## src/design/pixel_pkg.sv

```systemverilog
// Pixel colour definitions shared by the blanking stage
// Default colour word width and the black level

package pixel_pkg;

	// ==========================================================
	// Colour word
	// ==========================================================

	// Four bits per channel for a 4-4-4 RGB board
	localparam int COLOR_BITS_DEFAULT = 12;

	// Forced onto the output outside the visible area
	localparam logic [COLOR_BITS_DEFAULT-1:0] BLACK = '0;

endpackage

```

## src/design/video_timing_pkg.sv

```systemverilog
// Raster timing definitions for the 082-style video timing generator
// Counter and centering types, line and frame reload points,
// vertical blanking lines and the sync window constants

package video_timing_pkg;

	// ==========================================================
	// Types
	// ==========================================================

	localparam int COUNT_BITS  = 9;
	localparam int CENTER_BITS = 4;

	// Both raster counters are one 9-bit word, as on the chip
	typedef logic [COUNT_BITS-1:0] count_t;

	// Centering inputs are extras that the real chip does not have
	typedef logic [CENTER_BITS-1:0] center_t;

	// ==========================================================
	// Counter boundaries
	// ==========================================================

	// The horizontal counter reloads here, giving 384 pixels per line
	localparam count_t H_LINE_START = 9'd128;
	localparam count_t H_LAST       = 9'd511;

	// Only reached on the first line after reset, where the vertical count also steps
	localparam count_t H_FIRST_STEP = 9'd48;

	// The vertical counter steps once per line at this horizontal count
	localparam count_t V_STEP_H     = 9'd176;

	// Vertical reload and wrap points, both moved down by v_center
	localparam count_t V_BASE_START = 9'd248;
	localparam count_t V_LAST_BASE  = 9'd511;

	// Vertical blanking starts on one line and ends on either of two
	localparam count_t VBLANK_ON_LINE       = 9'd495;
	localparam count_t VBLANK_OFF_LINES [2] = '{9'd16, 9'd271};

	// Exclusive horizontal sync bounds before centering
	localparam count_t HSYNC_LOW_BASE  = 9'd175;
	localparam count_t HSYNC_HIGH_BASE = 9'd208;
	localparam count_t HSYNC_SHIFT     = 9'd7;

	// Vertical sync length in lines
	localparam count_t VSYNC_LINES = 9'd9;

endpackage

```

## src/design/k082_timing.sv

```systemverilog
// 082-style video timing generator
// Horizontal and vertical raster counters with the chip's reload points,
// registered vertical blanking and the one-pixel VBlank interrupt strobe,
// centered horizontal and vertical sync and the composite sync

`timescale 1ns/1ps

module k082_timing (
	input  logic                      clk,
	input  logic                      reset,
	input  logic                      cen,
	input  video_timing_pkg::center_t h_center,
	input  video_timing_pkg::center_t v_center,
	output video_timing_pkg::count_t  h_count,
	output video_timing_pkg::count_t  v_count,
	output logic                      n_hsync,
	output logic                      n_vsync,
	output logic                      sync,
	output logic                      vblk,
	output logic                      n_vblk,
	output logic                      n_h256_en,
	output logic                      vblk_irq_strobe
);

	import video_timing_pkg::*;

	// ==========================================================
	// Vertical range
	// ==========================================================

	// The vertical centering input moves the whole frame range down
	count_t v_start;
	count_t v_last;

	assign v_start = V_BASE_START - count_t'(v_center);
	assign v_last  = V_LAST_BASE - count_t'(v_center);

	// Vertical blanking ends on either of the two release lines
	logic vblk_off_line;

	assign vblk_off_line = (v_count == VBLANK_OFF_LINES[0]) ||
		(v_count == VBLANK_OFF_LINES[1]);

	// ==========================================================
	// Counters and blanking flags
	// ==========================================================

	// After reset both counters start from 0, so the first line is 512 pixels
	// long and passes H_FIRST_STEP, where the vertical count steps one extra time
	// Every following line runs from H_LINE_START to H_LAST
	always_ff @(posedge clk or negedge reset) begin
		if (!reset) begin
			h_count         <= '0;
			v_count         <= '0;
			vblk            <= 1'b1;
			vblk_irq_strobe <= 1'b0;
		end else if (cen) begin
			// Horizontal count and line reload
			if (h_count == H_LAST) begin
				h_count <= H_LINE_START;
			end else begin
				h_count <= h_count + 9'd1;
			end

			// The strobe only lasts the one pixel in which it was set
			vblk_irq_strobe <= 1'b0;

			if (h_count == H_FIRST_STEP) begin
				v_count <= v_count + 9'd1;
			end else if (h_count == V_STEP_H) begin
				// Frame wrap to the centered reload line
				if (v_count == v_last) begin
					v_count <= v_start;
				end else begin
					v_count <= v_count + 9'd1;
				end

				// Blanking changes only at the vertical step point
				if (v_count == VBLANK_ON_LINE) begin
					vblk            <= 1'b1;
					vblk_irq_strobe <= 1'b1;
				end else if (vblk_off_line) begin
					vblk <= 1'b0;
				end
			end
		end
	end

	// The chip offers both blanking polarities
	assign n_vblk = ~vblk;

	// Active high at the last pixel of the left half of the counter range
	assign n_h256_en = (h_count == 9'd255);

	// ==========================================================
	// Sync decode
	// ==========================================================

	// Low three centering bits pull the window left, bit 3 pushes it right
	count_t hsync_shift;
	count_t hsync_low;
	count_t hsync_high;

	assign hsync_shift = h_center[3] ? HSYNC_SHIFT : 9'd0;
	assign hsync_low   = HSYNC_LOW_BASE - count_t'(h_center[2:0]) + hsync_shift;
	assign hsync_high  = HSYNC_HIGH_BASE - count_t'(h_center[2:0]) + hsync_shift;

	// Both bounds are exclusive
	assign n_hsync = ~((h_count > hsync_low) && (h_count < hsync_high));

	// Vertical sync starts at the reload line
	// When the screen moves right it also moves one line up
	count_t vsync_first;
	count_t vsync_last;

	assign vsync_first = v_start + count_t'(h_center[3]);
	assign vsync_last  = vsync_first + VSYNC_LINES - 9'd1;

	assign n_vsync = ~((v_count >= vsync_first) && (v_count <= vsync_last));

	// Composite sync as the chip gives it
	assign sync = n_hsync ^ n_vsync;

endmodule

```

## src/design/pixel_clock_enable.sv

```systemverilog
// Pixel clock enable divider
// A down counter that gives one cen strobe every CEN_DIVIDE clk cycles

`timescale 1ns/1ps

module pixel_clock_enable #(
	parameter int CEN_DIVIDE = 2
) (
	input  logic clk,
	input  logic reset,
	output logic cen
);

	// A divide of one still needs a one-bit counter
	localparam int CNT_BITS = (CEN_DIVIDE > 1) ? $clog2(CEN_DIVIDE) : 1;
	localparam logic [CNT_BITS-1:0] RELOAD = CNT_BITS'(CEN_DIVIDE - 1);

	logic [CNT_BITS-1:0] count;

	// Counts down to zero and reloads, so zero comes once per period
	always_ff @(posedge clk or negedge reset) begin
		if (!reset) begin
			count <= RELOAD;
		end else if (count == '0) begin
			count <= RELOAD;
		end else begin
			count <= count - 1'b1;
		end
	end

	// With CEN_DIVIDE of 1 the counter stays at zero and cen is held high
	assign cen = (count == '0);

endmodule

```

## src/design/vblank_irq.sv

```systemverilog
// VBlank interrupt latch
// Turns the one-pixel VBlank strobe into a CPU interrupt line
// that the CPU masks with irq_enable and clears with irq_ack

`timescale 1ns/1ps

module vblank_irq (
	input  logic clk,
	input  logic reset,
	input  logic vblk_irq_strobe,
	input  logic irq_enable,
	input  logic irq_ack,
	output logic irq
);

	// ==========================================================
	// Set and clear conditions
	// ==========================================================

	logic irq_set;
	logic irq_clear;

	// A strobe only counts while the CPU has the interrupt unmasked
	assign irq_set = vblk_irq_strobe && irq_enable;

	// Masking the interrupt also drops a pending request
	assign irq_clear = irq_ack || !irq_enable;

	// ==========================================================
	// Latch
	// ==========================================================

	// Set is tested first, so a strobe in the same cycle as an ack
	// leaves the line high and the new frame's interrupt survives
	always_ff @(posedge clk or negedge reset) begin
		if (!reset) begin
			irq <= 1'b0;
		end else if (irq_set) begin
			irq <= 1'b1;
		end else if (irq_clear) begin
			irq <= 1'b0;
		end
	end

endmodule

```

## src/design/video_blank_stage.sv

```systemverilog
// Video blanking stage
// Registers the pixel colour on each pixel enable and forces it to black
// outside the visible area, together with a pixel-aligned blank flag

`timescale 1ns/1ps

module video_blank_stage #(
	parameter int COLOR_BITS = pixel_pkg::COLOR_BITS_DEFAULT
) (
	input  logic                  clk,
	input  logic                  reset,
	input  logic                  cen,
	input  logic                  h_visible,
	input  logic                  vblk,
	input  logic [COLOR_BITS-1:0] color_in,
	output logic [COLOR_BITS-1:0] color_out,
	output logic                  blank
);

	import pixel_pkg::*;

	// ==========================================================
	// Blank decode
	// ==========================================================

	// Black at the width of this stage's colour word
	localparam logic [COLOR_BITS-1:0] BLACK_WORD = COLOR_BITS'(BLACK);

	// Blanked when outside the visible half of the line or in vertical blanking
	logic blank_next;

	assign blank_next = ~h_visible | vblk;

	// ==========================================================
	// Output register
	// ==========================================================

	// Sampled at the same edge where the counters step, so the output shows
	// the pixel that the counters held just before that edge
	always_ff @(posedge clk or negedge reset) begin
		if (!reset) begin
			blank     <= 1'b1;
			color_out <= BLACK_WORD;
		end else if (cen) begin
			blank <= blank_next;
			if (blank_next) begin
				color_out <= BLACK_WORD;
			end else begin
				color_out <= color_in;
			end
		end
	end

endmodule

```

## src/design/video_timing_top.sv

```systemverilog
// Video timing subsystem top level
// Pixel enable divider, 082-style timing generator, VBlank interrupt
// latch and blanking stage wired together

`timescale 1ns/1ps

module video_timing_top #(
	parameter int CEN_DIVIDE = 2,
	parameter int COLOR_BITS = pixel_pkg::COLOR_BITS_DEFAULT
) (
	input  logic                      clk,
	input  logic                      reset,
	input  video_timing_pkg::center_t h_center,
	input  video_timing_pkg::center_t v_center,
	input  logic                      irq_enable,
	input  logic                      irq_ack,
	input  logic [COLOR_BITS-1:0]     color_in,
	output logic                      pixel_cen,
	output video_timing_pkg::count_t  h_count,
	output video_timing_pkg::count_t  v_count,
	output logic                      n_hsync,
	output logic                      n_vsync,
	output logic                      sync,
	output logic                      vblk,
	output logic                      n_vblk,
	output logic                      n_h256_en,
	output logic                      irq,
	output logic [COLOR_BITS-1:0]     color_out,
	output logic                      blank
);

	// ==========================================================
	// Internal wires
	// ==========================================================

	// One-pixel request from the timing generator to the interrupt latch
	logic vblk_irq_strobe;

	// The right half of the counter range is the visible part of a line
	logic h_visible;

	assign h_visible = h_count[8];

	// ==========================================================
	// Instances
	// ==========================================================

	// Pixel rate from the master clock
	pixel_clock_enable #(
		.CEN_DIVIDE (CEN_DIVIDE)
	) u_pixel_clock_enable (
		.clk   (clk),
		.reset (reset),
		.cen   (pixel_cen)
	);

	k082_timing u_k082_timing (
		.clk             (clk),
		.reset           (reset),
		.cen             (pixel_cen),
		.h_center        (h_center),
		.v_center        (v_center),
		.h_count         (h_count),
		.v_count         (v_count),
		.n_hsync         (n_hsync),
		.n_vsync         (n_vsync),
		.sync            (sync),
		.vblk            (vblk),
		.n_vblk          (n_vblk),
		.n_h256_en       (n_h256_en),
		.vblk_irq_strobe (vblk_irq_strobe)
	);

	// CPU interrupt line
	vblank_irq u_vblank_irq (
		.clk             (clk),
		.reset           (reset),
		.vblk_irq_strobe (vblk_irq_strobe),
		.irq_enable      (irq_enable),
		.irq_ack         (irq_ack),
		.irq             (irq)
	);

	// Colour path, one pixel behind the counters
	video_blank_stage #(
		.COLOR_BITS (COLOR_BITS)
	) u_video_blank_stage (
		.clk       (clk),
		.reset     (reset),
		.cen       (pixel_cen),
		.h_visible (h_visible),
		.vblk      (vblk),
		.color_in  (color_in),
		.color_out (color_out),
		.blank     (blank)
	);

endmodule

```

## config.mk

```make
export PLATFORM = sky130hd
export DESIGN_NAME = video_timing_top
export DESIGN_NICKNAME = d
export VERILOG_FILES = /design/src/design/pixel_pkg.sv /design/src/design/video_timing_pkg.sv /design/src/design/k082_timing.sv /design/src/design/pixel_clock_enable.sv /design/src/design/vblank_irq.sv /design/src/design/video_blank_stage.sv /design/src/design/video_timing_top.sv
export SDC_FILE = /design/constraint.sdc
export NUM_CORES = 1
export LEC_CHECK = 0
export ABC_AREA = 1
export BUFFER_PORTS_ARGS = -buffer_cell sky130_fd_sc_hd__buf_2
export CAP_MARGIN = 20
export CELL_PAD_IN_SITES_DETAIL_PLACEMENT = 2
export CELL_PAD_IN_SITES_GLOBAL_PLACEMENT = 2
export CORE_MARGIN = 1
export CORE_UTILIZATION = 31
export CTS_CLUSTER_DIAMETER = 60
export DETAILED_ROUTE_END_ITERATION = 12
export MAX_ROUTING_LAYER = met4
export PLACE_DENSITY = 0.9
export REMOVE_ABC_BUFFERS = 1
export SLEW_MARGIN = 0
export SYNTH_ARGS = -nofsm -noshare
export SYNTH_HDL_FRONTEND = slang
export SYNTH_SLANG_ARGS = --single-unit
```

## constraint.sdc

```tcl
create_clock -name clk -period 4.9 [get_ports clk]
set_clock_uncertainty 0.1 [all_clocks]
set_input_delay 0.98 -clock clk [delete_from_list [all_inputs] [get_ports clk]]
set_output_delay 0.98 -clock clk [all_outputs]
set_load 0.005 [all_outputs]
```

==> flow_metrics.py <==
metrics = {
    "sta": {
        "maxSlewHeadroom": 0.467,
        "maxSlewViolCount": 0,
        "fin_crit_sh": 0.945,
        "clock.fmax_ghz": 0.216,
        "fin_crit_ns": 4.63,
        "hold_violations": 0,
        "worstMarginPinSlew_ns": 0.799,
        "setup_viol": 0,
    },
    "clock_tree": {
        "cts_tree": "done",
        "cts-buffers-inserted": 5,
        "cts-root-buf": "clkbuf_8",
        "clk_pin_slew_ns": 0.07,
        "cts_buffer_depth": 2,
        "cts_resized": 0,
        "cts_max_level": 2,
        "cts_sinks": 35,
        "clk_latency_ns": 0.29,
        "post_cts_buffers": 0,
        "postCtsHoldBufs": 0,
    },
    "worst_setup_path": {
        "cp_max_fo": 4,
        "end_kind": "output port",
        "cp-start-kind": "input pin",
        "crit_arrival_ns": 3.55,
        "worst-path-buf-inv": 3,
        "crit_slowest_cell": "ha_4",
        "crit_path_cell_trace": "buf_2, inv_1, ha_4, ha_4, nor3b_4, ha_1, ha_1, xor2_1, ha_1, nand2_1, nor2_2, nand3_1, nand3_1, nand2_1, nand2_1, nand2_1, nand2_1, buf_2",
        "critPathMaxStageDelay_ns": 0.30,
        "critical_path.top_delay_family": "adder cells",
        "worst-setup-path-type": "in -> out",
        "required_ns": 3.82,
        "crit_top_cell": "nand2_1",
    },
    "synthesis": {
        "synth_mux_area_frac": 0,
        "syn_avg_cell_area_sq_um": 7.40,
        "synth_top_cell_by_area": "dfrtp_1",
        "netlist_area_sq_um": 2970,
        "synthDistinctLibCells": 35,
        "synth-simple-area-share": 0.310,
        "synthMostInstantiatedCell": "nand2_1",
        "synth_top_area_frac": 0.270,
        "ys_ff_latch": 35,
        "synth-compound-area-share": 0.0810,
        "synth_top_family_by_area": "simple AND/OR/NAND/NOR gates",
        "synth-seq-area-share": 0.296,
        "syn_inst": 401,
        "yosys-top-cells-area": "dfrtp_1 (27%), ha_1 (16%), nand2_1 (14%)",
        "ys.flop_type": "dfrtp_1",
        "synth_xor_area_frac": 0.0236,
        "synth_edf_count": 0,
        "synth_async_sr_flop_share": 1.00,
        "synthAdderAreaFrac": 0.191,
        "synth_common_cells": "nand2_1 (107), inv_1 (64), ha_1 (39), nor2_1 (37), dfrtp_1 (32)",
        "yosysWarnings": 0,
    },
    "floorplanning": {
        "fp.dieH_microns": 99.8,
        "rows": 35,
        "pin_count": 63,
        "start_util": 0.321,
        "coreArea_sq_um": 9240,
        "die_area_sq_um": 9970,
        "die_x_microns": 99.8,
    },
    "global_route": {
        "antenna_found_initial": 0,
        "grt_pass1_vias": 3357,
        "grt_use_total": 0.211,
        "use_met1": 0.248,
        "gr-max-usage-layer": "met2",
        "gr-usage-met2": 0.385,
        "grt_start_max_net_pins": 36,
        "grt_pass1_wl_mm": 16.2,
        "met3_usage": 0.0251,
        "grt-ovfl-total": 0,
    },
    "placed_design": {
        "dp.cells": 587,
        "hpwl_mm": 7.72,
        "gp_congestion": 0.797,
        "portBuffers": 62,
        "placed_cell_area_sq_um": 3410,
    },
    "detailed_routing": {
        "via_per_inst": 4.97,
        "drtIter0Drc": 118,
        "post-route-drc-count": 0,
        "ant_nets": 0,
        "drtPass1Iterations": 4,
        "wl_per_cell_microns": 16.5,
        "vias": 2959,
        "wl_mm": 9.84,
    },
    "job": {
        "cap_viol_max_count": 0,
    },
    "pwr": {
        "ir_worst_vdd_mv": 0.131,
        "power_leakage_nw": 1.99,
        "p_per_area_nw_per_um2": 180,
    },
    "layout": {
        "layout.nets": 532,
        "final_util": 0.386,
        "syn_to_final_growth_pct": 20.2,
        "insertedDiodeCount": 0,
        "postLayoutCellArea_sq_um": 3560,
        "drive_above_1_share": 0.210,
        "final_cells": 595,
    },
    "hold_path": {
        "hold_class": "reg -> reg",
    },
    "status": {
        "status": "complete, no violations",
    },
}
## report_power, final
| group | switching, mW | total [mW] | internal (mW) | leakage [nW] |
|---|---|---|---|---|
| registers | 0 | 0.289 | 0.289 | 0.426 |
| clock network | 0.106 | 0.206 | 0.0999 | 0.0422 |
| logic | 0.0906 | 0.148 | 0.0577 | 1.52 |
## final timing paths
path / from / to / slack, ns / depth (start not counted)
min in group asynchronous: reset / u_video_blank_stage.color_out[1]$_DFFE_PN0N_ / 0.67 / 1
min reg2reg: u_k082_timing.vblk_irq_strobe$_DFFE_PN0N_ / u_k082_timing.vblk_irq_strobe$_DFFE_PN0N_ / 0.39 / 2
max in group asynchronous: reset / u_video_blank_stage.color_out[0]$_DFFE_PN0N_ / 3.52 / 1
max reg2reg: u_k082_timing.h_count[7]$_DFFE_PN0N_ / u_k082_timing.h_count[2]$_DFFE_PN0N_ / 2.63 / 6
min: u_k082_timing.vblk_irq_strobe$_DFFE_PN0N_ / u_k082_timing.vblk_irq_strobe$_DFFE_PN0N_ / 0.39 / 2
max: v_center[1] / sync / 0.27 / 18
## metrics by stage
| stage | setup slack, ns | hold WS [ns] | total power, mW | setup TNS, ns |
|---|---|---|---|---|
| 4_1_cts | 0.0273 | 0.401 | 0.645 | 0 |
| 3_5_place_dp | 0.0272 | 0.371 | 0.438 | 0 |
| 3_3_place_gp | 0.251 | 0.376 | 0.424 | 0 |
| 5_1_grt | -0.0119 | 0.426 | 0.683 | -0.0119 |
| 6_report | 0.270 | 0.394 | 0.643 | 0 |
| 2_1_floorplan | 0.622 | 0.347 | 0.381 | 0 |
## flip-flops by register name, indices dropped and copies added (netlist names)
signal and flops:
u_video_blank_stage.color_out 12, u_vblank_irq.irq 1, u_video_blank_stage.blank 1, u_k082_timing.v_count 9, u_k082_timing.h_count 9, u_pixel_clock_enable.count 1, u_k082_timing.vblk 1, u_k082_timing.vblk_irq_strobe 1
## final cells by class
| class | instances | area, sq um |
|---|---|---|
| multi-input combinational | 293 | 1860 |
| tap | 129 | 161 |
| inverter | 67 | 256 |
| timing repair buffer | 63 | 323 |
| sequential | 35 | 880 |
| fill | 1119 | 5680 |
| clock buffer | 7 | 76.3 |
| clock inverter | 1 | 5.00 |
## worst register-to-register path, delay by kind of cell (launching register included)
family                   cells  cell delay (ns)
AND/OR/NAND/NOR              4             1.10
flip-flops                   1             0.64
adder cells (fa/ha/maj)      1             0.22
buffers and inverters        1             0.06
## cell usage in the layout (no fill, tap or decap), types with 3 or more instances in the layout
master,n
nand2_1,106
inv_2,3
clkbuf_8,5
nand2_2,3
o21ai_0,8
nor3_1,5
nor2_2,5
nor2_1,35
inv_1,63
buf_2,60
fa_1,4
xor2_1,5
nand3_1,31
dfstp_2,3
dfrtp_1,32
a22o_1,12
nand4_1,7
nor2_4,4
a21oi_1,10
xnor2_1,3
ha_1,37
## layer usage
layer | part of all wire | wire [microns]
met2 | 0.54 | 5350
met4 | 0.0096 | 94
met1 | 0.42 | 4120
met5 | 0 | 0
met3 | 0.028 | 277
## kinds of logic after synthesis
logic type / after synthesis
AO/OA/AOI/OAI: 36
XOR/XNOR: 8
adder cells (fa/ha/maj): 43
buffers and inverters: 73
flip-flops: 35
AND/OR/NAND/NOR: 206
(Power assumes the default switching activity.)
